--- src/source/soc_pkg.sv ---
// ************************************************
// widths, address map and register offsets of soc_lite
// offsets are byte addresses within a 4 KiB region
// ************************************************
package soc_pkg;

  // bus widths
  localparam int ADDR_W = 16;
  localparam int DATA_W = 32;
  localparam int BE_W   = DATA_W / 8;

  // region code sits in the top address bits, the rest is the offset
  localparam int RGN_W = 4;
  localparam int OFS_W = ADDR_W - RGN_W;

  localparam logic [RGN_W-1:0] RGN_RAM   = 4'd0;
  localparam logic [RGN_W-1:0] RGN_GPIO  = 4'd1;
  localparam logic [RGN_W-1:0] RGN_TIMER = 4'd2;
  localparam logic [RGN_W-1:0] RGN_INTR  = 4'd3;

  localparam int RAM_DEPTH = 256;
  localparam int RAM_AW    = $clog2(RAM_DEPTH);

  localparam int GPIO_W = 8;

  localparam logic [ADDR_W-1:0] GPIO_DATA_IN    = 16'h0000;
  localparam logic [ADDR_W-1:0] GPIO_DATA_OUT   = 16'h0004;
  localparam logic [ADDR_W-1:0] GPIO_DIR        = 16'h0008;
  localparam logic [ADDR_W-1:0] GPIO_INTR_EN    = 16'h000c;
  localparam logic [ADDR_W-1:0] GPIO_INTR_STATE = 16'h0010;

  localparam logic [ADDR_W-1:0] TMR_CTRL    = 16'h0000;
  localparam logic [ADDR_W-1:0] TMR_COUNT   = 16'h0004;
  localparam logic [ADDR_W-1:0] TMR_COMPARE = 16'h0008;
  localparam logic [ADDR_W-1:0] TMR_INTR_EN = 16'h000c;

  localparam logic [ADDR_W-1:0] IC_ENABLE  = 16'h0000;
  localparam logic [ADDR_W-1:0] IC_PENDING = 16'h0004;
  localparam logic [ADDR_W-1:0] IC_ID      = 16'h0008;

  // gpio bits take sources 0..7, the timer is last
  localparam int NUM_SRC   = 9;
  localparam int SRC_TIMER = 8;
  localparam int ID_W      = 4;

endpackage
--- src/source/bus_if.sv ---
// ************************************************
// req/gnt request bus with a one-cycle rvalid response
// host holds the request until gnt is seen
// ************************************************
`timescale 1ns/10ps

interface bus_if import soc_pkg::*; ();

  // request side
  logic              req;
  logic              we;
  logic [ADDR_W-1:0] addr;
  logic [DATA_W-1:0] wdata;
  logic [BE_W-1:0]   be;

  // response side
  logic              gnt;
  logic              rvalid;
  logic [DATA_W-1:0] rdata;
  logic              err;

  modport host (
    output req, we, addr, wdata, be,
    input  gnt, rvalid, rdata, err
  );

  modport device (
    input  req, we, addr, wdata, be,
    output gnt, rvalid, rdata, err
  );

endinterface

--- src/source/timer_regs.sv ---
// ************************************************
// register side of the timer, counter lives in timer_core
// COUNT write is a load strobe in the grant cycle
// ************************************************
`timescale 1ns/10ps

module timer_regs import soc_pkg::*; (
  input  logic              clk_i,
  input  logic              rst_i,
  bus_if.device             bus,
  input  logic [DATA_W-1:0] count_i,
  input  logic              expired_i,
  output logic              run_o,
  output logic              load_o,
  output logic [DATA_W-1:0] load_val_o,
  output logic [DATA_W-1:0] compare_o,
  output logic              intr_o
);

  logic              run_q;
  logic [DATA_W-1:0] compare_q;
  logic              intr_en_q;
  logic              wr;
  logic [DATA_W-1:0] rd_val;
  logic              rvalid_q;
  logic [DATA_W-1:0] rdata_q;

  assign bus.gnt = bus.req;
  assign wr      = bus.req & bus.we;

  always_ff @(posedge clk_i) begin
    if (rst_i) begin
      run_q     <= 1'b0;
      compare_q <= '0;
      intr_en_q <= 1'b0;
    end else if (wr) begin
      case (bus.addr)
        TMR_CTRL:    run_q     <= bus.wdata[0];
        TMR_COMPARE: compare_q <= bus.wdata;
        TMR_INTR_EN: intr_en_q <= bus.wdata[0];
        default: ;
      endcase
    end
  end

  always_comb begin
    case (bus.addr)
      TMR_CTRL:    rd_val = DATA_W'(run_q);
      TMR_COUNT:   rd_val = count_i;
      TMR_COMPARE: rd_val = compare_q;
      TMR_INTR_EN: rd_val = DATA_W'(intr_en_q);
      default:     rd_val = '0;
    endcase
  end

  always_ff @(posedge clk_i) begin
    if (bus.req) begin
      rdata_q <= bus.we ? '0 : rd_val;
    end
  end

  always_ff @(posedge clk_i) begin
    if (rst_i) begin
      rvalid_q <= 1'b0;
    end else begin
      rvalid_q <= bus.req;
    end
  end

  assign bus.rvalid = rvalid_q;
  assign bus.rdata  = rdata_q;
  assign bus.err    = 1'b0;

  // core picks the value up on this same edge
  assign load_o     = wr & (bus.addr == TMR_COUNT);
  assign load_val_o = bus.wdata;
  assign run_o      = run_q;
  assign compare_o  = compare_q;
  assign intr_o     = intr_en_q & expired_i;

endmodule

--- src/flat_wrapper.sv ---
// flat-port wrapper written by rule: the top's interface ports become plain ports
module timer_regs_flat import soc_pkg::*;
  (clk_i, rst_i, count_i, expired_i, run_o, load_o, load_val_o, compare_o, intr_o, bus_req, bus_we, bus_addr, bus_wdata, bus_be, bus_gnt, bus_rvalid, bus_rdata, bus_err);
  bus_if bus_i ();
  input  logic clk_i;
  input  logic rst_i;
  input  logic [DATA_W-1:0] count_i;
  input  logic expired_i;
  output logic run_o;
  output logic load_o;
  output logic [DATA_W-1:0] load_val_o;
  output logic [DATA_W-1:0] compare_o;
  output logic intr_o;
  input wire logic [$bits(bus_i.req)-1:0] bus_req;
  input wire logic [$bits(bus_i.we)-1:0] bus_we;
  input wire logic [$bits(bus_i.addr)-1:0] bus_addr;
  input wire logic [$bits(bus_i.wdata)-1:0] bus_wdata;
  input wire logic [$bits(bus_i.be)-1:0] bus_be;
  output wire logic [$bits(bus_i.gnt)-1:0] bus_gnt;
  output wire logic [$bits(bus_i.rvalid)-1:0] bus_rvalid;
  output wire logic [$bits(bus_i.rdata)-1:0] bus_rdata;
  output wire logic [$bits(bus_i.err)-1:0] bus_err;
  assign bus_i.req = bus_req;
  assign bus_i.we = bus_we;
  assign bus_i.addr = bus_addr;
  assign bus_i.wdata = bus_wdata;
  assign bus_i.be = bus_be;
  assign bus_gnt = bus_i.gnt;
  assign bus_rvalid = bus_i.rvalid;
  assign bus_rdata = bus_i.rdata;
  assign bus_err = bus_i.err;
  timer_regs u_core (.clk_i(clk_i), .rst_i(rst_i), .bus(bus_i), .count_i(count_i), .expired_i(expired_i), .run_o(run_o), .load_o(load_o), .load_val_o(load_val_o), .compare_o(compare_o), .intr_o(intr_o));
endmodule
--- config.mk ---
export PLATFORM = sky130hd
export DESIGN_NAME = timer_regs_flat
export DESIGN_NICKNAME = d
export VERILOG_FILES = /design/src/source/soc_pkg.sv /design/src/source/bus_if.sv /design/src/source/timer_regs.sv /design/src/flat_wrapper.sv
export SDC_FILE = /design/constraint.sdc
export NUM_CORES = 1
export LEC_CHECK = 0
export BUFFER_PORTS_ARGS = -buffer_cell sky130_fd_sc_hd__buf_2
export CAP_MARGIN = 30
export CORE_ASPECT_RATIO = 1.25
export CORE_MARGIN = 3
export CORE_UTILIZATION = 39
export DETAILED_ROUTE_END_ITERATION = 8
export PLACE_DENSITY = 0.75
export SYNTH_ARGS = -nofsm -noshare
export SYNTH_HDL_FRONTEND = slang
export SYNTH_SLANG_ARGS = --single-unit
--- constraint.sdc ---
create_clock -name clk_i -period 1.73 [get_ports clk_i]
set_clock_uncertainty 0.15 [all_clocks]
set_input_delay 0.4325 -clock clk_i [delete_from_list [all_inputs] [get_ports clk_i]]
set_output_delay 0.4325 -clock clk_i [all_outputs]
set_load 0.1 [all_outputs]
==> run metrics <==
Routed WL per cell between 15 and 20 µm; number of global-route vias before repair 2903; critical path's slowest cell nor4_4; CTS tree done; Clock Tree Buf Depth 2; largest net degree at the start of global routing 36; Synth top area share between 30% and 40%; Post-Syn Instances ~280; initial antenna violation count 0; Critical Path Source Type input pin; crit path DAT ~1500 ps; Post-Synthesis Cell Area 3044 µm²; Port Buffers around 190; power per cell area roughly 830 nW/µm²; clk_lat worst skew 330 ps; final cell count without fillers approximately 540; maximum vdd ir drop approximately 0.64 mV; Cell variety after synth 24; Final Hold Viols 0; residual DRC count 0; Final Cycle Share 120.7%; hold crit path type in2reg; area grow syn2layout 61.24%; crit-path max cell delay around 280 ps; Die Width 85.02 µm; GR Overflow Total 0; # IOs around 190; fin area approximately 4900 µm²; Die Y 104.8 µm; Yosys Warn Count 0; sequential power share 41.6%; commonest non-fill, non-tap cell in the layout buf_2; Setup Viol. Count Final 32; # rows 35; Avg Cell Area, Syn ~11 µm²; #FFs+latches synth 67; Finished Core Util 65.55%; crit end category output pin; Placer Congestion ~0.80; ant diodes 0; # Max-Cap Violations 0; core area approximately 7500 µm²; Fmax achieved 479.1 MHz; Slew Limit Fails 0; hold buffers post-CTS 0; Filler cells ~590; violated checks negative setup slack; DR pass1 iterations 5; wirelength, routed 9.864 mm; total track usage between 20% and 30%; status complete, but fails checks; clock root buffer clkbuf_8; internal power between 0.002 and 0.003 W; Comb power frac between 20% and 30%; P_sw between 0.001 and 0.0015 W; Die ar. a little under 9000 µm²; leakage between 2 and 2.5 nW; Max Fanout on Critical Path 2; cts bufs inserted 9; CP Class in2out; hold_ws between 200 and 250 ps; Placed Area approximately 4500 µm²; dpl cells about 520; Mapped Nets between 300 and 400; switch share 34.49%; most frequent cells in the layout buf_2 (114), buf_12 (40), nand4_1 (35), a21oi_1 (34); Synth area leader edfxtp_1; crit-path cells buf_2 > nor4_4 > and4_4 > and4b_4 > buf_12; post-route setup slack -357.4 ps; H-tree level count 3; post-route antenna net violation count 0; Reg clk slew, reported paths approximately 80 ps; dpl hpwl about 7 mm; Vias 2962; synth top area cells edfxtp_1 (32%), dfxtp_1 (23%), buf_4 (9.4%); clock share of power around a third; first-pass GRT wire length about 15 mm; Final min period approximately 2100 ps; Sinks on Clock Net 67; Required @ worst endpoint around 1200 ps; initial drt markers 136; Seq/Total Area, Yosys around 55%; vias per cell 5.495; Starting Density 40.65%; share of cells above drive strength 1 a little over half; Final #Nets 531; RSZ-0062 raised after global routing yes
==> registers in the layout, indices dropped and copies added (netlist names) <==
name	cells
u_core.bus.rdata	32
u_core.compare_o	32
u_core.bus.rvalid	1
u_core.intr_en_q	1
u_core.run_o	1
==> worst paths after layout <==
check / start / to / slack (ps) / cells past startpoint
setup / recovery: bus_addr[5] / load_o / -360 / 5
hold / removal: count_i[8] / u_core.bus.rdata[8]$_SDFFCE_PP0P_ / 230 / 2
setup reg to reg: u_core.intr_en_q$_SDFFE_PP0P_ / u_core.bus.rdata[0]$_SDFFCE_PP0P_ / 340 / 2
hold reg to reg: u_core.run_o$_SDFFE_PP0P_ / u_core.run_o$_SDFFE_PP0P_ / 340 / 2
==> what timing repair did <==
action	4_1_cts	5_1_grt
gates cloned	2	2
buffers inserted	3	1
gates resized for setup	21	23
endpoints found under the setup margin	32	54
pin swaps	6	5
==> synth_stat cells (all sizes together) <==
master / count
buf: 44
dfxtp: 35
nand4: 35
a21oi: 34
o21ai: 33
edfxtp: 32
a22o: 31
clkbuf: 19
and2: 3
nor4: 3
nor2: 2
nor2b: 2
and3b: 1
and4: 1
and4b: 1
and4bb: 1
conb: 1
mux4: 1
nand2: 1
nand2b: 1
nor3b: 1
nor4bb: 1
o31ai: 1
==> area by class of cell <==
class,instances,area [µm²],share of cell area (%)
flip-flops and latches,67,1664,33.90
well taps,92,115.1,2.345
multi-input cells,154,1051,21.41
clock buffers,10,137.6,2.804
repair buffers,210,1877,38.24
clock inverters,6,63.81,1.300
==> layer usage <==
metal  vias to the layer above  track usage [%]  wire [µm]
met2                       163            36.78       5371
met3                        20            4.732        700
met1                      1409            24.44       3582
li1                       1370                -          -
met5                         -                0          0
met4                         0            9.276        210
==> cells by family (layout without fill, tap and decap cells) <==
group | after synthesis | in the layout | share of synthesized area [%]
DFF | 67 | 67 | 54.58
buffers and inverters | 63 | 226 | 12.70
AOI/OAI and AO/OA | 99 | 99 | 20.18
other | 1 | 1 | 0.1232
muxes | 1 | 1 | 0.7398
and+or+nand+nor | 53 | 53 | 11.67
==> power by group through the flow <==
stage | clock (W) | combinational (W) | sequential, W
2_1_floorplan | 0 | 0.000429 | 0.00204
3_3_place_gp | 0 | 0.00106 | 0.00174
3_5_place_dp | 0 | 0.00107 | 0.00174
4_1_cts | 0.00134 | 0.00107 | 0.00170
5_1_grt | 0.00142 | 0.00110 | 0.00171
6_report | 0.00132 | 0.00107 | 0.00170
==> critical path, delay by kind of cell <==
| kind | cells | cell delay (ps) |
|---|---|---|
| buffers and inverters | 2 | 280 |
| AND/OR/NAND/NOR | 3 | 780 |
==> per-stage QoR <==
stage               setup TNS [ps]  power, W  worst slack (ps)
floorplan                    -5017  0.002473            -362.1
global placement            -12560  0.002797            -389.6
detailed placement          -18470  0.002807            -469.6
CTS                          -1108  0.004116            -357.1
global route                 -5134  0.004222            -401.7
finish                       -2661  0.004091            -357.4
No activity file was read; power rests on OpenSTA's default activity.
