==> src/source/soc_pkg.sv <==
// ************************************************
// widths, address map and register offsets of soc_lite
// offsets are byte addresses within a 4 KiB region
// ************************************************
package soc_pkg;

  // bus widths
  localparam int ADDR_W = 16;
  localparam int DATA_W = 32;
  localparam int BE_W   = DATA_W / 8;

  // region code sits in the top address bits, the rest is the offset
  localparam int RGN_W = 4;
  localparam int OFS_W = ADDR_W - RGN_W;

  localparam logic [RGN_W-1:0] RGN_RAM   = 4'd0;
  localparam logic [RGN_W-1:0] RGN_GPIO  = 4'd1;
  localparam logic [RGN_W-1:0] RGN_TIMER = 4'd2;
  localparam logic [RGN_W-1:0] RGN_INTR  = 4'd3;

  localparam int RAM_DEPTH = 256;
  localparam int RAM_AW    = $clog2(RAM_DEPTH);

  localparam int GPIO_W = 8;

  localparam logic [ADDR_W-1:0] GPIO_DATA_IN    = 16'h0000;
  localparam logic [ADDR_W-1:0] GPIO_DATA_OUT   = 16'h0004;
  localparam logic [ADDR_W-1:0] GPIO_DIR        = 16'h0008;
  localparam logic [ADDR_W-1:0] GPIO_INTR_EN    = 16'h000c;
  localparam logic [ADDR_W-1:0] GPIO_INTR_STATE = 16'h0010;

  localparam logic [ADDR_W-1:0] TMR_CTRL    = 16'h0000;
  localparam logic [ADDR_W-1:0] TMR_COUNT   = 16'h0004;
  localparam logic [ADDR_W-1:0] TMR_COMPARE = 16'h0008;
  localparam logic [ADDR_W-1:0] TMR_INTR_EN = 16'h000c;

  localparam logic [ADDR_W-1:0] IC_ENABLE  = 16'h0000;
  localparam logic [ADDR_W-1:0] IC_PENDING = 16'h0004;
  localparam logic [ADDR_W-1:0] IC_ID      = 16'h0008;

  // gpio bits take sources 0..7, the timer is last
  localparam int NUM_SRC   = 9;
  localparam int SRC_TIMER = 8;
  localparam int ID_W      = 4;

endpackage
==> src/source/bus_if.sv <==
// ************************************************
// req/gnt request bus with a one-cycle rvalid response
// host holds the request until gnt is seen
// ************************************************
`timescale 1ns/10ps

interface bus_if import soc_pkg::*; ();

  // request side
  logic              req;
  logic              we;
  logic [ADDR_W-1:0] addr;
  logic [DATA_W-1:0] wdata;
  logic [BE_W-1:0]   be;

  // response side
  logic              gnt;
  logic              rvalid;
  logic [DATA_W-1:0] rdata;
  logic              err;

  modport host (
    output req, we, addr, wdata, be,
    input  gnt, rvalid, rdata, err
  );

  modport device (
    input  req, we, addr, wdata, be,
    output gnt, rvalid, rdata, err
  );

endinterface

==> src/source/intr_ctrl.sv <==
// ************************************************
// level sources, no priority, no claim/complete
// id is lowest pending index plus one, 0 when idle
// ************************************************
`timescale 1ns/10ps

module intr_ctrl import soc_pkg::*; (
  input  logic               clk_i,
  input  logic               rst_i,
  bus_if.device              bus,
  input  logic [NUM_SRC-1:0] src_i,
  output logic               irq_o,
  output logic [ID_W-1:0]    irq_id_o
);

  logic [NUM_SRC-1:0] enable_q;
  logic [NUM_SRC-1:0] pending;
  logic [ID_W-1:0]    id;
  logic [DATA_W-1:0]  rd_val;
  logic               rvalid_q;
  logic [DATA_W-1:0]  rdata_q;

  assign bus.gnt = bus.req;
  assign pending = src_i & enable_q;

  always_ff @(posedge clk_i) begin
    if (rst_i) begin
      enable_q <= '0;
    end else if (bus.req && bus.we && bus.addr == IC_ENABLE) begin
      enable_q <= bus.wdata[NUM_SRC-1:0];
    end
  end

  // scan from the top so the lowest index is left standing
  always_comb begin
    id = '0;
    for (int i = NUM_SRC - 1; i >= 0; i--) begin
      if (pending[i]) begin
        id = ID_W'(i + 1);
      end
    end
  end

  always_comb begin
    case (bus.addr)
      IC_ENABLE:  rd_val = DATA_W'(enable_q);
      IC_PENDING: rd_val = DATA_W'(pending);
      IC_ID:      rd_val = DATA_W'(id);
      default:    rd_val = '0;
    endcase
  end

  always_ff @(posedge clk_i) begin
    if (bus.req) begin
      rdata_q <= bus.we ? '0 : rd_val;
    end
  end

  always_ff @(posedge clk_i) begin
    if (rst_i) begin
      rvalid_q <= 1'b0;
    end else begin
      rvalid_q <= bus.req;
    end
  end

  assign bus.rvalid = rvalid_q;
  assign bus.rdata  = rdata_q;
  assign bus.err    = 1'b0;

  assign irq_id_o = id;
  assign irq_o    = (id != '0);

  // reported id names an enabled source that is really up
  a_irq_id_valid: assert property (@(posedge clk_i) disable iff (rst_i)
    irq_o |-> (irq_id_o != '0) && pending[irq_id_o - 1'b1]);

endmodule

==> src/flat_wrapper.sv <==
// flat-port wrapper written by rule: the top's interface ports become plain ports
module intr_ctrl_flat import soc_pkg::*;
  (clk_i, rst_i, src_i, irq_o, irq_id_o, bus_req, bus_we, bus_addr, bus_wdata, bus_be, bus_gnt, bus_rvalid, bus_rdata, bus_err);
  bus_if bus_i ();
  input  logic clk_i;
  input  logic rst_i;
  input  logic [NUM_SRC-1:0] src_i;
  output logic irq_o;
  output logic [ID_W-1:0] irq_id_o;
  input wire logic [$bits(bus_i.req)-1:0] bus_req;
  input wire logic [$bits(bus_i.we)-1:0] bus_we;
  input wire logic [$bits(bus_i.addr)-1:0] bus_addr;
  input wire logic [$bits(bus_i.wdata)-1:0] bus_wdata;
  input wire logic [$bits(bus_i.be)-1:0] bus_be;
  output wire logic [$bits(bus_i.gnt)-1:0] bus_gnt;
  output wire logic [$bits(bus_i.rvalid)-1:0] bus_rvalid;
  output wire logic [$bits(bus_i.rdata)-1:0] bus_rdata;
  output wire logic [$bits(bus_i.err)-1:0] bus_err;
  assign bus_i.req = bus_req;
  assign bus_i.we = bus_we;
  assign bus_i.addr = bus_addr;
  assign bus_i.wdata = bus_wdata;
  assign bus_i.be = bus_be;
  assign bus_gnt = bus_i.gnt;
  assign bus_rvalid = bus_i.rvalid;
  assign bus_rdata = bus_i.rdata;
  assign bus_err = bus_i.err;
  intr_ctrl u_core (.clk_i(clk_i), .rst_i(rst_i), .bus(bus_i), .src_i(src_i), .irq_o(irq_o), .irq_id_o(irq_id_o));
endmodule
==> config.mk <==
export PLATFORM = sky130hd
export DESIGN_NAME = intr_ctrl_flat
export DESIGN_NICKNAME = d
export VERILOG_FILES = /design/src/source/soc_pkg.sv /design/src/source/bus_if.sv /design/src/source/intr_ctrl.sv /design/src/flat_wrapper.sv
export SDC_FILE = /design/constraint.sdc
export NUM_CORES = 1
export LEC_CHECK = 0
export BUFFER_PORTS_ARGS = -buffer_cell sky130_fd_sc_hd__buf_2
export CAP_MARGIN = 20
export CORE_ASPECT_RATIO = 1.4
export CORE_MARGIN = 2
export CORE_UTILIZATION = 37
export CTS_CLUSTER_DIAMETER = 60
export DETAILED_ROUTE_END_ITERATION = 6
export GPL_TIMING_DRIVEN = 0
export HOLD_SLACK_MARGIN = 0.1
export PLACE_DENSITY = 0.8
export SLEW_MARGIN = 25
export SYNTH_ARGS = -nofsm -noshare
export SYNTH_HDL_FRONTEND = slang
export SYNTH_SLANG_ARGS = --single-unit
==> constraint.sdc <==
create_clock -name clk_i -period 2.02 [get_ports clk_i]
set_input_delay 0.303 -clock clk_i [delete_from_list [all_inputs] [get_ports clk_i]]
set_output_delay 0.303 -clock clk_i [all_outputs]
set_load 0.02 [all_outputs]
==> flow_metrics.py <==
metrics = {
    "global_routing": {
        "grt_first_pass_wirelength_um": 4200,
        "grt_max_degree": 13,
        "grt_pass1_vias": 1069,
        "grt_usage_pct": 15.3,
        "antenna_found_initial": 0,
        "overflow": 0,
    },
    "timing": {
        "whs_ns": 0.272,
        "skew_ns": 0.00406,
        "rsz0062_at_grt": "yes",
        "hold_viol": 0,
        "period_share_pct": 100,
        "max_freq_mhz": 493,
        "finalSetupViolations": 1,
        "min_period_ns": 2.03,
        "worst_slack_ns": -0.00848,
        "finalMaxSlewViolations": 0,
    },
    "detailed_routing": {
        "drt_iter0_drc": 20,
        "drc": 0,
        "wl_per_cell_um": 10.5,
        "dr.pass1.iters": 4,
        "vias_per_cell": 4.37,
        "totalWireLength_um": 2610,
        "drtAntennaViolNets": 0,
        "vias": 1088,
    },
    "outcome": {
        "violations": "setup timing",
        "status": "finished with violations",
    },
    "pwr": {
        "power.internal_mw": 0.616,
        "p_leak_nw": 0.851,
        "p_sw_share_pct": 26.3,
        "seqPwrFrac_pct": 49.0,
        "ir_worst_vdd_uv": 249,
        "p_sw_mw": 0.220,
        "pwr-share-clk_pct": 31.7,
        "p_per_area_mw_per_mm2": 491,
        "p_comb_share_pct": 19.3,
    },
    "yosys": {
        "seq_area_frac_synth_pct": 40.6,
        "synth.most_common_cell": "buf_4",
        "synth_ff_type": "dfxtp_1",
        "yosysTopAreaCellShare_pct": 23.3,
        "synth_top_cell_by_area": "edfxtp_1",
        "synth_area_leaders": "edfxtp_1, dfxtp_1, buf_4",
        "syn_area_per_cell_um2": 9.28,
        "async_reset_ff_share_pct": 0,
        "ys_types": 28,
        "ys_ff_latch": 19,
        "yosys_warnings": 0,
        "synth_area_mm2": 0.00116,
        "synth_edf_count": 9,
        "synth_commonest_cells": "buf_4, nor2_1, dfxtp_1",
        "syn_inst": 125,
    },
    "worst_setup_path": {
        "path_class": "flop to output pin",
        "cp-end-kind": "output pin",
        "crit_chain": "nand2_4, a32o_1, a41o_1, or4_1, buf_6",
        "critPathLaunchType": "flop",
        "cp_slowest_cell": "or4_1",
        "cp_max_fo": 4,
        "cpPeakStageDelay_ns": 0.42,
        "cp_num_buf_inv": 1,
        "required_ns": 1.72,
        "path_delay_family": "simple AND/OR/NAND/NOR gates",
        "worstPathArrival_ns": 1.73,
    },
    "die": {
        "die_x_um": 51.3,
        "ios": 105,
        "die_h_um": 70.2,
        "start_util_pct": 37.9,
        "core-area_mm2": 0.00306,
        "row_count": 24,
        "die_area_mm2": 0.00360,
    },
    "clocking": {
        "clkTransAtPathRegs_ns": 0.07,
        "cts_tree": "built",
        "cts_buffers": 3,
        "cts.sinks": 19,
        "htreeDepth": 1,
        "insertion_delay_ns": 0.26,
        "clockBufferDepth": 2,
        "cts_hold_buffers": 0,
        "clockRootBuffer": "clkbuf_8",
    },
    "finish": {
        "final_core_util_pct": 55.6,
        "ff_latch_area_um2": 475,
        "fillCellCount": 295,
        "nets": 276,
        "multi_input_area_um2": 614,
        "drive_gt1_share_pct": 47.6,
        "synthToLayoutAreaGrowth_pct": 46.8,
        "antenna_cells": 0,
    },
    "run": {
        "timing.max_cap.violations": 0,
    },
    "placement": {
        "numPortBuffers": 52,
        "dpl.hpwl_um": 2060,
        "place_congestion": 0.867,
    },
    "hold_path": {
        "hold_class": "primary input to flop",
    },
}
[cells by family (layout without fill, tap and decap cells)]
logic type | after synthesis | in the layout | synth area share (%)
mux | 9 | 9 | 7.77
flops | 19 | 19 | 40.6
simple gates | 56 | 56 | 25.9
other cells | 1 | 24 | 0.323
buf+inv | 28 | 90 | 17.8
compound gates | 12 | 12 | 7.66
[metal layers]
layer,GRT usage [%],share of wire [%],vias up
li1,-,-,561
met1,13.4,32,458
met2,28.0,54,59
met3,4.49,11,10
met4,11.1,3.1,0
met5,0,0,-
[flip-flops by register name, indices dropped and copies added (netlist names)]
| register | cells |
|---|---|
| u_core.bus.rdata | 9 |
| u_core.bus.rvalid | 1 |
| u_core.enable_q | 9 |
[what timing repair did]
action                                  CTS  global route
setup buffers                             5             1
resized for setup                        11             2
pin swaps                                 4             1
endpoints found under the setup margin    1             1
[path summary, 6_finish.rpt]
check	start	endpoint	slack, ns	cells after the start
setup reg to reg	u_core.enable_q[1]$_SDFFE_PP0P_	u_core.bus.rdata[0]$_SDFFCE_PP0P_	0.50	6
setup / recovery	u_core.enable_q[1]$_SDFFE_PP0P_	irq_o	-0.008	5
hold reg to reg	u_core.enable_q[7]$_SDFFE_PP0P_	u_core.enable_q[7]$_SDFFE_PP0P_	0.52	2
hold / removal	bus_wdata[1]	u_core.enable_q[1]$_SDFFE_PP0P_	0.27	3
[stage by stage]
step                total power [mW]  setup TNS [ns]  instances  cell area, um^2  worst slack (ns)
finish                         0.836        -0.00848        249             1700          -0.00848
global route                   0.873         -0.0488        249             1700           -0.0488
CTS                            0.838               0        248             1690          0.000653
detailed placement             0.576               0        239             1560             0.124
global placement               0.574               0        239             1560             0.127
floorplan                      0.522               0        148             1250             0.121
[cells in the final DEF, fill, tap and decap left out, types with 3 or more instances in the layout]
cell	instances
buf_4	31
conb_1	24
and3_1	5
dfxtp_2	4
mux2i_1	9
buf_2	51
clkbuf_8	3
nand2b_1	5
nor4_1	3
a21oi_1	4
nand2_1	9
nor2_1	15
nor2b_1	6
edfxtp_1	9
nor3b_1	4
dfxtp_1	6
[power groups by stage]
stage	Sequential, mW	Combinational (mW)	Clock (mW)
floorplan	0.430	0.0925	0
global placement	0.419	0.156	0
detailed placement	0.419	0.157	0
CTS	0.410	0.159	0.269
global route	0.410	0.174	0.290
finish	0.410	0.161	0.265
[tightest hold or removal path, cell delays in order]
cell and delay (ns):
buf_2 0.08, mux2i_1 0.05, nor2_1 0.07
[cell type report]
cell class	count	share of cell area, %
buffer	28	12.1
timing repair buffer	58	18.3
clock buffer	3	2.42
clock inverter	1	0.294
sequential	19	27.9
tap	39	2.87
multi-input combinational	101	36.1
(Power assumes the default switching activity.)
