`config.mk`:
```
export PLATFORM = sky130hd
export DESIGN_NAME = timer_core
export DESIGN_NICKNAME = d
export VERILOG_FILES = /design/src/source/soc_pkg.sv /design/src/source/timer_core.sv
export SDC_FILE = /design/constraint.sdc
export NUM_CORES = 1
export LEC_CHECK = 0
export BUFFER_PORTS_ARGS = -buffer_cell sky130_fd_sc_hd__buf_4
export CORE_MARGIN = 2
export CORE_UTILIZATION = 47
export CTS_BUF_LIST = sky130_fd_sc_hd__clkbuf_4
export DETAILED_ROUTE_END_ITERATION = 10
export HOLD_SLACK_MARGIN = 0.03
export PLACE_DENSITY = 0.8
export SYNTH_ARGS = -nofsm -noshare
export SYNTH_HDL_FRONTEND = slang
export SYNTH_SLANG_ARGS = --single-unit
```
`constraint.sdc`:
```
create_clock -name clk_i -period 2.65 [get_ports clk_i]
set_clock_uncertainty 0.1 [all_clocks]
set_input_delay 0.795 -clock clk_i [delete_from_list [all_inputs] [get_ports clk_i]]
set_output_delay 0.795 -clock clk_i [all_outputs]
set_load 0.02 [all_outputs]
```
`src/source/soc_pkg.sv`:
```
// ************************************************
// widths, address map and register offsets of soc_lite
// offsets are byte addresses within a 4 KiB region
// ************************************************
package soc_pkg;

  // bus widths
  localparam int ADDR_W = 16;
  localparam int DATA_W = 32;
  localparam int BE_W   = DATA_W / 8;

  // region code sits in the top address bits, the rest is the offset
  localparam int RGN_W = 4;
  localparam int OFS_W = ADDR_W - RGN_W;

  localparam logic [RGN_W-1:0] RGN_RAM   = 4'd0;
  localparam logic [RGN_W-1:0] RGN_GPIO  = 4'd1;
  localparam logic [RGN_W-1:0] RGN_TIMER = 4'd2;
  localparam logic [RGN_W-1:0] RGN_INTR  = 4'd3;

  localparam int RAM_DEPTH = 256;
  localparam int RAM_AW    = $clog2(RAM_DEPTH);

  localparam int GPIO_W = 8;

  localparam logic [ADDR_W-1:0] GPIO_DATA_IN    = 16'h0000;
  localparam logic [ADDR_W-1:0] GPIO_DATA_OUT   = 16'h0004;
  localparam logic [ADDR_W-1:0] GPIO_DIR        = 16'h0008;
  localparam logic [ADDR_W-1:0] GPIO_INTR_EN    = 16'h000c;
  localparam logic [ADDR_W-1:0] GPIO_INTR_STATE = 16'h0010;

  localparam logic [ADDR_W-1:0] TMR_CTRL    = 16'h0000;
  localparam logic [ADDR_W-1:0] TMR_COUNT   = 16'h0004;
  localparam logic [ADDR_W-1:0] TMR_COMPARE = 16'h0008;
  localparam logic [ADDR_W-1:0] TMR_INTR_EN = 16'h000c;

  localparam logic [ADDR_W-1:0] IC_ENABLE  = 16'h0000;
  localparam logic [ADDR_W-1:0] IC_PENDING = 16'h0004;
  localparam logic [ADDR_W-1:0] IC_ID      = 16'h0008;

  // gpio bits take sources 0..7, the timer is last
  localparam int NUM_SRC   = 9;
  localparam int SRC_TIMER = 8;
  localparam int ID_W      = 4;

endpackage
```
`src/source/timer_core.sv`:
```
// ************************************************
// 32-bit up counter, wraps silently
// expired is a level while count >= compare (unsigned)
// ************************************************
`timescale 1ns/10ps

module timer_core import soc_pkg::*; (
  input  logic              clk_i,
  input  logic              rst_i,
  input  logic              run_i,
  input  logic              load_i,
  input  logic [DATA_W-1:0] load_val_i,
  input  logic [DATA_W-1:0] compare_i,
  output logic [DATA_W-1:0] count_o,
  output logic              expired_o
);

  logic [DATA_W-1:0] count_q;

  // load wins over counting
  always_ff @(posedge clk_i) begin
    if (rst_i) begin
      count_q <= '0;
    end else if (load_i) begin
      count_q <= load_val_i;
    end else if (run_i) begin
      count_q <= count_q + 1'b1;
    end
  end

  assign count_o   = count_q;
  assign expired_o = (count_q >= compare_i);

endmodule

```
==> impl_metrics.py, run 1 <==
metrics = {
    "cts": {
        "post_cts_buffers": 0,
        "clock_latency_ns": 0.35,
        "cts_htree_levels": 2,
        "ctsHoldBuffers": 0,
        "clkSinkCount": 32,
        "cts_buffers": 5,
        "clk_pin_slew_ns": 0.11,
        "cts_buffer_depth": 2,
        "cts_tree": "done",
        "cts-root-buf": "clkbuf_4",
    },
    "floorplan": {
        "ioPinCount": 101,
        "rows": 27,
        "die_w_um": 80.1,
        "die-area_mm2": 0.00642,
        "chipHeight_um": 80.1,
        "initial_core_util_pct": 49.2,
        "fp.coreArea_mm2": 0.00554,
    },
    "critical_path": {
        "cp_top_family": "compound AO/OA/AOI/OAI gates",
        "path_depth": 9,
        "crit_fanout": 2,
        "cp_num_buf_inv": 3,
        "endpoint_kind": "primary output",
        "cp_slowest_stage_delay_ns": 0.30,
        "reg2reg_depth": 6,
        "path_class": "primary input to primary output",
        "path_cells": "buf_4, inv_2, ha_1, nand2_1, nor3_2, a221oi_2, a21oi_2, a41o_1, buf_6",
        "arrival_ns": 2.20,
        "cp.required_ns": 1.76,
        "cp_slowest_cell": "ha_1",
        "start_kind": "primary input",
    },
    "pwr": {
        "total_leakage_power_nw": 1.86,
        "swShare_pct": 33.0,
        "combPwrFrac_pct": 37.7,
        "p_int_mw": 1.01,
        "p_per_area_mw_per_mm2": 362,
        "power.switching_mw": 0.497,
        "peakVddDrop_uv": 339,
        "clkPwrFrac_pct": 26.0,
        "power_mw": 1.50,
        "seqPwrFrac_pct": 36.3,
    },
    "synthesis": {
        "synth_seq_cells": 32,
        "synth-edff-count": 0,
        "ys_seq_area_share_pct": 23.5,
        "ys_warn_count": 0,
        "syn_area_mm2": 0.00273,
        "async_flop_share_pct": 0,
        "ys_types": 48,
        "synthFlopType": "dfxtp_1",
        "syn_nets": 450,
        "netlist_instances": 349,
        "syn_avg_cell_area_um2": 7.81,
    },
    "routing": {
        "ant_nets": 0,
        "post-route-drc-count": 0,
        "vias": 3072,
        "drt_iter0_markers": 203,
        "wirelength_um": 8710,
        "first_pass_iters": 4,
        "vias_per_cell": 5.53,
        "drt-wirelength-per-cell_um": 15.7,
    },
    "min_path": {
        "hp-class": "primary input to register",
        "min_path_cells": 3,
    },
    "grt": {
        "grt_max_degree": 41,
        "grt_pass1_wl_um": 13700,
        "antenna_found_initial": 0,
        "first_global_vias": 2939,
        "grt_usage_pct": 27.3,
        "grt_overflow_total": 0,
    },
    "layout": {
        "largest_register_ffs": 32,
        "final_area_mm2": 0.00416,
        "nets": 584,
        "final_cell_mix": "buf_4, nor2_1, dfxtp_1",
        "layout_commonest_cell": "buf_4",
        "fill_cells": 416,
        "drive_above_1_share_pct": 43.2,
        "synthToLayoutAreaGrowth_pct": 52.5,
        "diodes": 0,
        "final_cells": 556,
    },
    "run_status": {
        "violations": "negative setup slack",
        "outcome": "complete, but fails checks",
    },
    "sta": {
        "hold_slack_ns": 0.567,
        "max_freq_ghz": 0.323,
        "setup_viol": 1,
        "fin_ws_ns": -0.447,
        "tightest_slew_ns": 0.406,
        "fin_crit_sh_pct": 117,
        "fin_crit_ns": 3.10,
        "drv_slew": 0,
        "max-slew-margin-rel_pct": 72.9,
        "hold_viol": 0,
        "fin_tns_setup_ns": -0.447,
        "rsz0062_at_grt": "true",
    },
    "placement": {
        "place_area_mm2": 0.00401,
        "portBuffers": 100,
        "hpwl_um": 6810,
        "gp_congestion": 0.900,
        "dpl.cell_count": 548,
    },
    "run": {
        "drv_cap": 0,
    },
}
worst reg2reg max path, cell delays in order, from the launching register on:
cell and delay [ns]:
dfxtp_1 0.42, buf_4 0.19, nand4_1 0.18, or4_1 0.61, nor3_1 0.35, nand3_1 0.13
o211ai_1 0.11
stage by stage:
stage               utilization (%)  worst slack [ns]
floorplan                         -           -0.0890
global placement               72.3            -0.496
detailed placement             72.3            -0.515
CTS                            74.5            -0.371
global route                   75.0            -0.473
finish                         75.0            -0.447
final cells by class:
class	instances	area [µm²]	share of cell area, %
Clock buffer	6	45.0	1.08
Timing Repair Buffer	142	1070	25.8
Clock inverter	2	35.0	0.843
Sequential cell	32	641	15.4
Inverter	37	146	3.52
Tap cell	72	90.1	2.17
Multi-Input combinational cell	265	2120	51.1
layer usage:
| layer | GRT usage, % | routed length (µm) |
|---|---|---|
| met5 | 0 | 0 |
| met4 | 5.59 | 130 |
| met3 | 5.51 | 548 |
| met2 | 48.9 | 4270 |
| met1 | 33.6 | 3760 |
path summary, 6_finish.rpt:
kind / startpoint / to / slack, ns
hold reg to reg: count_o[8] / count_o[8] / 0.59
hold / removal: load_val_i[2] / count_o[2] / 0.57
setup reg to reg: count_o[5] / count_o[31] / 0.48
setup / recovery: compare_i[25] / expired_o / -0.45
Yosys cell counts (3+ instances only):
master | n | area, µm²
a211oi_1 | 20 | 150
a21oi_1 | 19 | 95.1
and3_1 | 4 | 25.0
buf_6 | 3 | 33.8
clkbuf_1 | 10 | 37.5
dfxtp_1 | 32 | 641
ha_1 | 33 | 413
inv_1 | 36 | 135
nand2_1 | 30 | 113
nand3_1 | 15 | 75.1
nand4_1 | 14 | 87.6
nor2_1 | 38 | 143
nor3_1 | 13 | 65.1
nor4_1 | 4 | 25.0
nor4_2 | 6 | 75.1
o21ai_0 | 8 | 40.0
o22ai_1 | 3 | 18.8
xnor2_1 | 21 | 184
xor2_1 | 6 | 52.6
power groups by stage:
stage / logic [mW] / clock network (mW) / registers (mW)
after CTS: 0.555 / 0.395 / 0.545
after detailed placement: 0.539 / 0 / 0.556
final: 0.568 / 0.391 / 0.545
after global placement: 0.517 / 0 / 0.554
after global routing: 0.617 / 0.413 / 0.548
after floorplan: 0.208 / 0 / 0.620
what timing repair did:
item                       in CTS  in global routing
setup endpoints to repair       1                  1
pin swaps                       6                  4
gates cloned                    0                  0
gates resized for setup        11                  5
kinds of logic after synthesis:
family                     Yosys count  share of synthesized area (%)
xor gates and xnor gates            27                           8.68
DFF                                 32                           23.5
AOI/OAI and AO/OA                   62                           15.0
adders and majority gates           33                           15.2
buffers and inverters               52                           8.17
muxes                                2                          0.735
and+or+nand+nor                    141                           28.7
(Power assumes the default switching activity.)
==> inputs of run 2 (changes only) <==
--- a/config.mk
+++ b/config.mk
@@ -6,12 +6,13 @@
 export NUM_CORES = 1
 export LEC_CHECK = 0
 export BUFFER_PORTS_ARGS = -buffer_cell sky130_fd_sc_hd__buf_4
+export CAP_MARGIN = 10
 export CORE_MARGIN = 2
-export CORE_UTILIZATION = 47
+export CORE_UTILIZATION = 51
 export CTS_BUF_LIST = sky130_fd_sc_hd__clkbuf_4
 export DETAILED_ROUTE_END_ITERATION = 10
 export HOLD_SLACK_MARGIN = 0.03
-export PLACE_DENSITY = 0.8
+export PLACE_DENSITY_LB_ADDON = 0.05
 export SYNTH_ARGS = -nofsm -noshare
 export SYNTH_HDL_FRONTEND = slang
 export SYNTH_SLANG_ARGS = --single-unit
==> constraint.sdc (replaced) <==
create_clock -name clk_i -period 3.8 [get_ports clk_i]
set_clock_uncertainty 0.1 [all_clocks]
set_input_delay 1.14 -clock clk_i [delete_from_list [all_inputs] [get_ports clk_i]]
set_output_delay 1.14 -clock clk_i [all_outputs]
set_load 0.02 [all_outputs]
==> impl_metrics.py, run 2 (synthesized netlist as in run 1, its figures left out) <==
metrics = {
    "critical_path": {
        "cpMostUsedCell": "a211oi_2",
        "arrival_ns": 2.51,
        "cp_slowest_cell": "a211oi_2",
        "crit_fanout": 2,
        "cp.required_ns": 2.56,
        "path_class": "primary input to primary output",
        "start_kind": "primary input",
        "endpoint_kind": "primary output",
        "cp_slowest_stage_delay_ns": 0.26,
        "path_cells": "buf_4, inv_2, ha_4, a211oi_2, o21ai_1, a211oi_2, o21ai_2, a41o_1, buf_6",
    },
    "min_path": {
        "hp-class": "register to register",
    },
    "floorplan": {
        "initial_core_util_pct": 53.0,
        "die-area_mm2": 0.00594,
        "rows": 26,
        "ioPinCount": 101,
        "die_w_um": 77.1,
        "fp.coreArea_mm2": 0.00514,
        "chipHeight_um": 77.1,
    },
    "layout": {
        "synthToLayoutAreaGrowth_pct": 38.5,
        "final_area_mm2": 0.00377,
        "largest_register_ffs": 32,
        "layout_commonest_cell": "buf_4",
        "drive_above_1_share_pct": 35.6,
        "final_cell_mix": "buf_4, nor2_1, dfxtp_1",
        "fill_cells": 447,
        "regArea_um2": 641,
        "diodes": 0,
        "nets": 547,
        "multi_input_area_mm2": 0.00206,
    },
    "grt": {
        "grt_overflow_total": 0,
        "antenna_found_initial": 0,
        "grt_usage_pct": 24.6,
        "grt_max_degree": 37,
        "first_global_vias": 2541,
        "grt_pass1_wl_um": 12000,
    },
    "pwr": {
        "swShare_pct": 34.2,
        "p_per_area_mw_per_mm2": 244,
        "clkPwrFrac_pct": 21.9,
        "seqPwrFrac_pct": 44.3,
        "total_leakage_power_nw": 1.67,
        "combPwrFrac_pct": 33.8,
        "p_int_mw": 0.607,
        "power.switching_mw": 0.315,
        "peakVddDrop_uv": 208,
    },
    "cts": {
        "clk_pin_slew_ns": 0.10,
        "clock_latency_ns": 0.33,
        "cts_htree_levels": 2,
        "cts_buffer_depth": 2,
        "cts_buffers": 5,
        "cts-root-buf": "clkbuf_4",
        "cts_tree": "done",
        "clkSinkCount": 32,
    },
    "placement": {
        "hpwl_um": 5590,
        "place_area_mm2": 0.00350,
        "gp_congestion": 0.811,
        "portBuffers": 100,
    },
    "routing": {
        "wirelength_um": 7530,
        "vias": 2862,
        "first_pass_iters": 4,
        "ant_nets": 0,
        "drt_iter0_markers": 105,
        "vias_per_cell": 5.54,
        "drt-wirelength-per-cell_um": 14.6,
        "post-route-drc-count": 0,
    },
    "sta": {
        "fin_crit_sh_pct": 98.6,
        "rsz0062_at_grt": "false",
        "fin_crit_ns": 3.75,
        "hold_slack_ns": 0.481,
        "drv_slew": 0,
        "max-slew-margin-rel_pct": 52.7,
        "max_freq_ghz": 0.267,
        "tightest_slew_ns": 0.708,
        "hold_viol": 0,
        "setup_viol": 0,
    },
    "run_status": {
        "outcome": "finished, final reports clean",
    },
    "run": {
        "drv_cap": 0,
    },
}
[run 2: cell types whose count changed in the layout (fill, tap and decap cells not counted), moves of 6 or more]
cell,previous run,this run
buf_4,140,104
inv_1,23,31
ha_1,16,23
inv_2,12,5
ha_4,16,10
[run 2: stage by stage]
step | instances | TNS, ns | setup slack (ns) | total power [mW] | util (%)
global placement | 507 | -0.216 | -0.216 | 0.679 | 68.1
detailed placement | 507 | -0.251 | -0.251 | 0.690 | 68.1
CTS | 516 | 0 | 0.000771 | 0.904 | 70.9
finish | 517 | 0 | 0.0532 | 0.921 | 73.4
global route | 517 | 0 | 0.00477 | 0.979 | 73.4
floorplan | 349 | 0 | 0.199 | 0.555 | -
[run 2: per-layer routing]
layer	routed length, µm	GRT usage [%]	share of wire (%)
met3	449	5.18	6.0
met5	0	0	0
met1	3470	32.3	46
met2	3560	41.4	47
met4	55	5.54	0.73
[run 2: layout make-up]
type,instances,area share [%]
clock inverters,1,0.0995
inverters,37,3.68
well taps,70,2.32
repair buffers,105,21.0
multi-input cells,265,54.5
flip-flops and latches,32,17.0
clock buffers,7,1.39
[run 2: critical path: cells and delay by family]
kind	cells	cell delay [ns]
buffers and inverters	3	0.30
adders and majority gates	1	0.20
AOI/OAI and AO/OA	5	0.87
[run 2: power groups by stage]
stage	combinational (mW)	clock, mW	sequential, mW
after floorplan	0.128	0	0.427
after global placement	0.268	0	0.410
after detailed placement	0.278	0	0.412
after CTS	0.292	0.207	0.405
after global routing	0.342	0.225	0.413
final	0.311	0.202	0.408
[run 2: worst paths after layout]
kind,from,endpoint,slack (ns),depth (start not counted)
worst max-delay path,compare_i[2],expired_o,0.05,9
worst max register to register,count_o[5],count_o[23],1.22,5
worst min-delay path,count_o[31],count_o[31],0.48,2
worst min register to register,count_o[31],count_o[31],0.48,2
[run 2: timing repair]
item / 4_1_cts / 5_1_grt
buffers inserted: 1 / 1
gates resized for setup: 16 / 22
pin swaps: 10 / 12
hold endpoints to repair: 0 / 0
hold buffers: 0 / 0
setup endpoints to repair: 1 / 1
