===== config.mk =====
export PLATFORM = sky130hd
export DESIGN_NAME = gpio_flat
export DESIGN_NICKNAME = d
export VERILOG_FILES = /design/src/source/soc_pkg.sv /design/src/source/bus_if.sv /design/src/source/gpio.sv /design/src/flat_wrapper.sv
export SDC_FILE = /design/constraint.sdc
export NUM_CORES = 1
export LEC_CHECK = 0
export ABC_AREA = 1
export BUFFER_PORTS_ARGS = -buffer_cell sky130_fd_sc_hd__clkbuf_2
export CAP_MARGIN = 20
export CORE_ASPECT_RATIO = 1.2
export CORE_MARGIN = 4
export CORE_UTILIZATION = 45
export DETAILED_ROUTE_END_ITERATION = 7
export PLACE_DENSITY = 0.77
export SETUP_SLACK_MARGIN = 0.02
export SLEW_MARGIN = 20
export SYNTH_ARGS = -nofsm -noshare
export SYNTH_HDL_FRONTEND = slang
export SYNTH_SLANG_ARGS = --single-unit
export TNS_END_PERCENT = 10

===== constraint.sdc =====
create_clock -name clk_i -period 3.1 [get_ports clk_i]
set_input_delay 0.31 -clock clk_i [delete_from_list [all_inputs] [get_ports clk_i]]
set_output_delay 0.31 -clock clk_i [all_outputs]
set_load 0.05 [all_outputs]

===== src/source/soc_pkg.sv =====
// ************************************************
// widths, address map and register offsets of soc_lite
// offsets are byte addresses within a 4 KiB region
// ************************************************
package soc_pkg;

  // bus widths
  localparam int ADDR_W = 16;
  localparam int DATA_W = 32;
  localparam int BE_W   = DATA_W / 8;

  // region code sits in the top address bits, the rest is the offset
  localparam int RGN_W = 4;
  localparam int OFS_W = ADDR_W - RGN_W;

  localparam logic [RGN_W-1:0] RGN_RAM   = 4'd0;
  localparam logic [RGN_W-1:0] RGN_GPIO  = 4'd1;
  localparam logic [RGN_W-1:0] RGN_TIMER = 4'd2;
  localparam logic [RGN_W-1:0] RGN_INTR  = 4'd3;

  localparam int RAM_DEPTH = 256;
  localparam int RAM_AW    = $clog2(RAM_DEPTH);

  localparam int GPIO_W = 8;

  localparam logic [ADDR_W-1:0] GPIO_DATA_IN    = 16'h0000;
  localparam logic [ADDR_W-1:0] GPIO_DATA_OUT   = 16'h0004;
  localparam logic [ADDR_W-1:0] GPIO_DIR        = 16'h0008;
  localparam logic [ADDR_W-1:0] GPIO_INTR_EN    = 16'h000c;
  localparam logic [ADDR_W-1:0] GPIO_INTR_STATE = 16'h0010;

  localparam logic [ADDR_W-1:0] TMR_CTRL    = 16'h0000;
  localparam logic [ADDR_W-1:0] TMR_COUNT   = 16'h0004;
  localparam logic [ADDR_W-1:0] TMR_COMPARE = 16'h0008;
  localparam logic [ADDR_W-1:0] TMR_INTR_EN = 16'h000c;

  localparam logic [ADDR_W-1:0] IC_ENABLE  = 16'h0000;
  localparam logic [ADDR_W-1:0] IC_PENDING = 16'h0004;
  localparam logic [ADDR_W-1:0] IC_ID      = 16'h0008;

  // gpio bits take sources 0..7, the timer is last
  localparam int NUM_SRC   = 9;
  localparam int SRC_TIMER = 8;
  localparam int ID_W      = 4;

endpackage

===== src/source/bus_if.sv =====
// ************************************************
// req/gnt request bus with a one-cycle rvalid response
// host holds the request until gnt is seen
// ************************************************
`timescale 1ns/10ps

interface bus_if import soc_pkg::*; ();

  // request side
  logic              req;
  logic              we;
  logic [ADDR_W-1:0] addr;
  logic [DATA_W-1:0] wdata;
  logic [BE_W-1:0]   be;

  // response side
  logic              gnt;
  logic              rvalid;
  logic [DATA_W-1:0] rdata;
  logic              err;

  modport host (
    output req, we, addr, wdata, be,
    input  gnt, rvalid, rdata, err
  );

  modport device (
    input  req, we, addr, wdata, be,
    output gnt, rvalid, rdata, err
  );

endinterface


===== src/source/gpio.sv =====
// ************************************************
// 8 pins, two-flop input sync, rising-edge interrupts
// register writes are full word, be is ignored
// ************************************************
`timescale 1ns/10ps

module gpio import soc_pkg::*; (
  input  logic              clk_i,
  input  logic              rst_i,
  bus_if.device             bus,
  input  logic [GPIO_W-1:0] gpio_i,
  output logic [GPIO_W-1:0] gpio_o,
  output logic [GPIO_W-1:0] gpio_en_o,
  output logic [GPIO_W-1:0] intr_o
);

  logic [GPIO_W-1:0] data_out_q;
  logic [GPIO_W-1:0] dir_q;
  logic [GPIO_W-1:0] intr_en_q;
  logic [GPIO_W-1:0] intr_state_q;
  logic [GPIO_W-1:0] sync1_q;
  logic [GPIO_W-1:0] sync2_q;
  logic [GPIO_W-1:0] prev_q;
  logic [GPIO_W-1:0] rise;
  logic [GPIO_W-1:0] clr;
  logic              wr;
  logic [DATA_W-1:0] rd_val;
  logic              rvalid_q;
  logic [DATA_W-1:0] rdata_q;

  assign bus.gnt = bus.req;
  assign wr      = bus.req & bus.we;
  assign rise    = sync2_q & ~prev_q;
  assign clr     = (wr && bus.addr == GPIO_INTR_STATE) ? bus.wdata[GPIO_W-1:0] : '0;

  always_ff @(posedge clk_i) begin
    if (rst_i) begin
      sync1_q      <= '0;
      sync2_q      <= '0;
      prev_q       <= '0;
      data_out_q   <= '0;
      dir_q        <= '0;
      intr_en_q    <= '0;
      intr_state_q <= '0;
    end else begin
      sync1_q <= gpio_i;
      sync2_q <= sync1_q;
      prev_q  <= sync2_q;
      // a fresh edge beats a clear in the same cycle
      intr_state_q <= (intr_state_q & ~clr) | rise;
      if (wr) begin
        case (bus.addr)
          GPIO_DATA_OUT: data_out_q <= bus.wdata[GPIO_W-1:0];
          GPIO_DIR:      dir_q      <= bus.wdata[GPIO_W-1:0];
          GPIO_INTR_EN:  intr_en_q  <= bus.wdata[GPIO_W-1:0];
          default: ;
        endcase
      end
    end
  end

  always_comb begin
    case (bus.addr)
      GPIO_DATA_IN:    rd_val = DATA_W'(sync2_q);
      GPIO_DATA_OUT:   rd_val = DATA_W'(data_out_q);
      GPIO_DIR:        rd_val = DATA_W'(dir_q);
      GPIO_INTR_EN:    rd_val = DATA_W'(intr_en_q);
      GPIO_INTR_STATE: rd_val = DATA_W'(intr_state_q);
      default:         rd_val = '0;
    endcase
  end

  always_ff @(posedge clk_i) begin
    if (bus.req) begin
      rdata_q <= bus.we ? '0 : rd_val;
    end
  end

  always_ff @(posedge clk_i) begin
    if (rst_i) begin
      rvalid_q <= 1'b0;
    end else begin
      rvalid_q <= bus.req;
    end
  end

  assign bus.rvalid = rvalid_q;
  assign bus.rdata  = rdata_q;
  assign bus.err    = 1'b0;

  assign gpio_o    = data_out_q;
  assign gpio_en_o = dir_q;
  assign intr_o    = intr_state_q & intr_en_q;

endmodule


===== src/flat_wrapper.sv =====
// flat-port wrapper written by rule: the top's interface ports become plain ports
module gpio_flat import soc_pkg::*;
  (clk_i, rst_i, gpio_i, gpio_o, gpio_en_o, intr_o, bus_req, bus_we, bus_addr, bus_wdata, bus_be, bus_gnt, bus_rvalid, bus_rdata, bus_err);
  bus_if bus_i ();
  input  logic clk_i;
  input  logic rst_i;
  input  logic [GPIO_W-1:0] gpio_i;
  output logic [GPIO_W-1:0] gpio_o;
  output logic [GPIO_W-1:0] gpio_en_o;
  output logic [GPIO_W-1:0] intr_o;
  input wire logic [$bits(bus_i.req)-1:0] bus_req;
  input wire logic [$bits(bus_i.we)-1:0] bus_we;
  input wire logic [$bits(bus_i.addr)-1:0] bus_addr;
  input wire logic [$bits(bus_i.wdata)-1:0] bus_wdata;
  input wire logic [$bits(bus_i.be)-1:0] bus_be;
  output wire logic [$bits(bus_i.gnt)-1:0] bus_gnt;
  output wire logic [$bits(bus_i.rvalid)-1:0] bus_rvalid;
  output wire logic [$bits(bus_i.rdata)-1:0] bus_rdata;
  output wire logic [$bits(bus_i.err)-1:0] bus_err;
  assign bus_i.req = bus_req;
  assign bus_i.we = bus_we;
  assign bus_i.addr = bus_addr;
  assign bus_i.wdata = bus_wdata;
  assign bus_i.be = bus_be;
  assign bus_gnt = bus_i.gnt;
  assign bus_rvalid = bus_i.rvalid;
  assign bus_rdata = bus_i.rdata;
  assign bus_err = bus_i.err;
  gpio u_core (.clk_i(clk_i), .rst_i(rst_i), .bus(bus_i), .gpio_i(gpio_i), .gpio_o(gpio_o), .gpio_en_o(gpio_en_o), .intr_o(intr_o));
endmodule

==> summary.md, run 1 <==
| Metric | Value |
|---|---|
| Flop2flop setup slack | `2.16 ns` |
| DRT Pass-1 Iters | `5` |
| Worst Hold Class | `input port to register` |
| Total gr overflow | `0` |
| First-pass GRT wire length | `10760 um` |
| Number of diodes | `0` |
| CP startpoint | `bus_addr[15]` |
| Final wirelength | `6635 um` |
| Synthesis-to-layout area growth | `16.22%` |
| Clock power frac | `between 40% and 50%` |
| Comb power frac | `about a tenth` |
| Hold Path Depth | `3` |
| Max Transition Viols Final | `0` |
| Nets | `521` |
| RePlAce Congestion | `roughly 0.87` |
| Largest net degree at the start of global routing | `35` |
| Residual DRC | `0` |
| #FFs+latches synth | `65` |
| I/O pin count | `around 120` |
| Initial antenna violation count | `0` |
| Reg-to-reg startpoint | `u_core.intr_state_q[7]` |
| Number of global-route vias before repair | `around 2400` |
| H-tree levels | `3` |
| Crit end category | `register` |
| Critical Path Start Type | `input port` |
| Final hold violations | `0` |
| Layout cells sized above 1 | `approximately a quarter` |
| Clock sinks | `65` |
| RSZ-0062 raised after global routing | `no` |
| Routed len/inst | `12.15 um` |
| Outcome | `finished, final reports clean` |
| CTS tree | `done` |
| CTS Buf Count | `9` |
| Arr. time, crit path | `roughly 1.8 ns` |
| Drt first-iter violations | `approximately 210` |
| P_leak | `1.669 nW` |
| Clock transition at path regs | `around 0.07 ns` |
| FF/Latch Area | `approximately 0.0014 sq mm` |
| Hold_ws | `0.1465 ns` |
| Setup violations, final | `0` |
| CTS Root Cell | `clkbuf_8` |
| Buffer depth of the longest clock path | `2` |
| Period utilisation layout | `between 50 and 60%` |
| Fill cells | `617` |
| Clk_skew | `about 0.0074 ns` |
| Max IR drop VDD | `about 0.00022 V` |
| Die Span X | `a little over 80 um` |
| Clock latency on the worst-skew pair | `roughly 0.34 ns` |
| Post-route ant nets | `0` |
| Clock period minus worst slack | `1.628 ns` |
| Setup_tns | `0 ns` |
| Req. time, crit path | `around 3.3 ns` |
| Die area | `slightly above 0.008 sq mm` |
| R2r worst-path depth | `4` |
| DP Cell Count | `roughly 530` |
| Synth warn | `0` |
| Hold Crit Endpoint | `u_core.sync1_q[2]` |
| Hold_buf cts | `0` |
| GR Util All Layers | `17.52%` |
| Worst r2r dst | `u_core.bus.rdata[7]` |
| Internal | `around 1.3 mW` |
| Post-CTS setup buffer count | `0` |
| Synth Instances | `389` |
| DR vias | `2533` |
| Max-Cap Viols | `0` |
| PortBufs | `between 60 and 70` |
| Mapped cell area | `between 0.003 and 0.004 sq mm` |
| Avg Cell Area, Syn | `roughly 7.7 sq um` |
| Standard-cell row count | `32` |
| Net Switching | `approximately 450 uW` |
| Final Power | `approximately 1.8 mW` |
| Via density per instance | `between 4 and 5` |
| Min-Delay Startpoint | `gpio_i[2]` |
| Register area share after synthesis | `45.90%` |
| Power Density | `513.1 mW/mm^2` |
| CTS resizes | `0` |
| Multi-input gate area | `between 0.001 and 0.0015 sq mm` |
| Fin cells | `between 500 and 600` |
| Core region area | `0.006446 sq mm` |
| FMAX | `between 0.6 and 0.7 GHz` |
| DP HPWL | `4769 um` |
| Synth cell types | `24` |
| Starting Density | `a little under half` |
| Critical path class | `input port to register` |
| Reg power frac | `about half` |
| Critical path fanouts, max | `22` |
| Switch share | `roughly a quarter` |
| Die H | `97.58 um` |
-- power by group through the flow --
stage / sequential [mW] / clock [mW] / combinational [mW]
4_1_cts: 0.883 / 0.750 / 0.171
5_1_grt: 0.885 / 0.796 / 0.186
3_3_place_gp: 0.901 / 0 / 0.168
2_1_floorplan: 0.916 / 0 / 0.138
3_5_place_dp: 0.901 / 0 / 0.170
6_report: 0.883 / 0.741 / 0.170
-- Yosys cell counts --
master    number  area (sq um)
nand2_1       82         307.8
dfxtp_1       57          1141
inv_1         50         187.7
nand3_1       50         250.2
nor2_1        48         180.2
buf_4         26         195.2
a21oi_1       17         85.08
edfxtp_1       8         240.2
a21oi_2        7         61.31
o21ai_0        7         35.03
clkbuf_1       5         18.77
nor2_4         5         56.30
buf_6          4         45.04
o21ai_1        4         20.02
buf_2          3         15.01
nor2_8         3         60.06
clkinv_4       2         17.52
inv_2          2         7.510
nand2_2        2         12.51
nand3_4        2         35.03
nor2_2         2         12.51
conb_1         1         3.750
nand2_4        1         11.26
nand3_2        1         10.01
-- cells in the final DEF, fill, tap and decap left out, types with 3 or more instances in the layout --
master     n
o21ai_1    4
nor2_4     5
nand2_1   82
o21ai_0    7
inv_1     50
nand3_1   50
nor2_8     3
nor2_1    48
dfxtp_1   57
a21oi_2    7
clkbuf_2  69
clkbuf_8  10
conb_1    25
edfxtp_1   8
a21oi_1   17
-- worst max path at each step --
stage                     endpoint  slack [ns]  cells after the start
6_report       u_core.bus.rdata[3]        1.47                      9
5_1_grt        u_core.bus.rdata[3]        1.29                      9
4_1_cts        u_core.bus.rdata[3]        1.49                      9
3_5_place_dp   u_core.bus.rdata[3]        1.15                      9
3_3_place_gp   u_core.bus.rdata[3]        1.18                      9
2_1_floorplan  u_core.bus.rdata[5]        1.81                      9
-- per-stage QoR --
stage,util (%),worst slack [ns],instance area [sq um]
CTS,54.25,1.487,3497
global placement,51.07,1.184,3292
finish,54.25,1.472,3497
detailed placement,51.07,1.150,3292
floorplan,-,1.805,3099
global route,54.25,1.286,3497
-- layer usage --
layer / track usage [%] / vias up / share of wire (%)
met5: 0 / - / 0
met4: 7.296 / 0 / 1.7
met3: 4.824 / 11 / 8.1
met2: 29.75 / 88 / 50
met1: 20.10 / 1142 / 40
li1: - / 1292 / -
-- area by class of cell --
| type | count | share of cell area, % |
|---|---|---|
| sequential | 65 | 39.50 |
| multi-input combinational | 256 | 35.21 |
| timing repair buffer | 71 | 10.30 |
| inverter | 54 | 6.082 |
| clock buffer | 13 | 4.866 |
| tap | 85 | 3.041 |
| clock inverter | 2 | 1.002 |
-- kinds of logic after synthesis --
logic type / share of synthesized area [%]
buffers and inverters: 16.17
flip-flops: 45.90
other: 0.1246
AND/OR/NAND/NOR: 31.10
AO/OA/AOI/OAI: 6.694
-- sequential cells by signal, indices dropped and copies added, names as in the netlist --
| name | cells |
|---|---|
| u_core.bus.rdata | 8 |
| u_core.gpio_en_o | 8 |
| u_core.gpio_o | 8 |
| u_core.intr_en_q | 8 |
| u_core.intr_state_q | 8 |
| u_core.prev_q | 8 |
| u_core.sync1_q | 8 |
| u_core.sync2_q | 8 |
| u_core.bus.rvalid | 1 |
-- worst max-delay path: stages --
cell and delay (ns):
clkbuf_2 0.08, nor2_1 0.09, nand2_1 0.09, nor2_4 0.42, buf_4 0.34, nand2_1 0.15, o21ai_0 0.20, nor2_1 0.08
nor2_1 0.08
(Power assumes the default switching activity.)
==> run 2, diff against run 1 <==
==> constraint.sdc (replaced) <==
create_clock -name clk_i -period 1.5 [get_ports clk_i]
set_input_delay 0.15 -clock clk_i [delete_from_list [all_inputs] [get_ports clk_i]]
set_output_delay 0.15 -clock clk_i [all_outputs]
set_load 0.05 [all_outputs]
==> summary.md, run 2 (synthesized netlist as in run 1, its figures left out) <==
| Metric | Value |
|---|---|
| H-tree levels | `3` |
| Layout cells sized above 1 | `around a quarter` |
| Clock transition at path regs | `about 0.070 ns` |
| Die area | `a little over 0.008 sq mm` |
| Clock latency on the worst-skew pair | `around 0.33 ns` |
| Worst Hold Class | `input port to register` |
| Power Density | `~1000 mW/mm^2` |
| Max Transition Viols Final | `0` |
| Setup violations, final | `0` |
| I/O pin count | `around 120` |
| Die H | `roughly 98 um` |
| Largest net degree at the start of global routing | `46` |
| CP startpoint | `u_core.intr_en_q[6]` |
| Standard-cell row count | `32` |
| Period utilisation layout | `between 80% and 90%` |
| Buffer depth of the longest clock path | `2` |
| Hold_buf cts | `8` |
| Req. time, crit path | `between 1 and 1.5 ns` |
| PortBufs | `~70` |
| Arr. time, crit path | `about 1.1 ns` |
| Total gr overflow | `0` |
| Final wirelength | `roughly 6700 um` |
| Reg-to-reg startpoint | `u_core.intr_state_q[4]` |
| Most frequent cells in the layout | `nand2_1 (82), clkbuf_2 (69), dfxtp_1 (57)` |
| Clk_skew | `0.005180 ns` |
| Residual DRC | `0` |
| CTS tree | `done` |
| First-pass GRT wire length | `10780 um` |
| Post-CTS setup buffer count | `0` |
| Final Power | `3.653 mW` |
| Starting Density | `46.68%` |
| Nets | `between 500 and 600` |
| Routed len/inst | `11.93 um` |
| FMAX | `0.7795 GHz` |
| Drt first-iter violations | `approximately 150` |
| Crit end category | `output port` |
| RSZ-0062 raised after global routing | `no` |
| Final hold violations | `0` |
| Post-route ant nets | `0` |
| RePlAce Congestion | `around 0.87` |
| Max-Cap Viols | `0` |
| Number of global-route vias before repair | `roughly 2400` |
| Max IR drop VDD | `0.0005488 V` |
| Die Span X | `just over 80 um` |
| Critical path class | `register to output port` |
| Critical Path Start Type | `register` |
| Core region area | `between 0.006 and 0.007 sq mm` |
| Clock sinks | `65` |
| Initial antenna violation count | `0` |
| Setup_tns | `0 ns` |
| DR vias | `approximately 2600` |
| GR Util All Layers | `17.40%` |
| Commonest non-fill, non-tap cell in the layout | `nand2_1` |
| CTS Root Cell | `clkbuf_8` |
| DRT Pass-1 Iters | `4` |
| CTS resizes | `0` |
| Outcome | `finished, final reports clean` |
| Synthesis-to-layout area growth | `20.79%` |
| Critical path fanouts, max | `3` |
| Min-Delay Startpoint | `bus_wdata[4]` |
| Via density per instance | `4.597` |
| Fill cells | `600` |
| Number of diodes | `0` |
| P_leak | `around 1.7 nW` |
| Clock period minus worst slack | `1.283 ns` |
| CTS Buf Count | `9` |
| DP HPWL | `4852 um` |
[run 2: changes by cell type in the layout (fill, tap and decap cells not counted)]
cell / before / now
clkbuf_16: 1 / 0
clkinv_2: 1 / 2
buf_12: 0 / 3
buf_4: 2 / 3
dlygate4sd3_1: 0 / 8
clkbuf_8: 10 / 11
clkbuf_1: 2 / 1
[run 2: per-layer routing]
metal | global-route usage [%] | vias to the layer above | wire length (um)
li1 | - | 1324 | -
met1 | 20.50 | 1135 | 2637
met2 | 28.09 | 94 | 3291
met3 | 5.844 | 12 | 621
met4 | 7.673 | 0 | 105
met5 | 0 | - | 0
[run 2: where the power goes]
group	internal [mW]	switching (mW)
clock network	0.844	0.609
logic	0.0872	0.288
registers	1.81	0.0190
total	2.74	0.916
[run 2: area by class of cell]
cell class                 instances  area (sq um)  area share, %
inverter                          54         212.7          5.852
multi-input combinational        256          1231          33.87
timing repair buffer              83         508.0          13.98
tap                               85         106.4          2.926
sequential                        65          1381          38.00
clock buffer                      12         155.1          4.269
clock inverter                     3         40.04          1.102
[run 2: path summary, 6_finish.rpt]
| kind | to | slack, ns | depth (start not counted) |
|---|---|---|---|
| max | intr_o[6] | 0.22 | 3 |
| min | u_core.intr_en_q[4] | 0.09 | 3 |
| max reg2reg | u_core.bus.rdata[4] | 0.56 | 4 |
| min reg2reg | u_core.sync2_q[3] | 0.40 | 2 |
[run 2: worst max-delay path, stage by stage, from the launching register on]
cell and delay (ns):
dfxtp_1 0.36, nand2_1 0.10, inv_1 0.07, clkbuf_2 0.27
[run 2: stage by stage]
| step | hold WS (ns) | cells | area (sq um) | worst slack (ns) | utilization, % |
|---|---|---|---|---|---|
| floorplan | 0.2570 | 413 | 3099 | 0.3653 | - |
| global placement | 0.3418 | 535 | 3359 | 0.06511 | 52.12 |
| detailed placement | 0.3455 | 535 | 3359 | 0.01556 | 52.12 |
| CTS | 0.07594 | 558 | 3635 | 0.2092 | 56.39 |
| global route | 0.07272 | 558 | 3635 | 0.1498 | 56.39 |
| finish | 0.08769 | 558 | 3635 | 0.2172 | 56.39 |
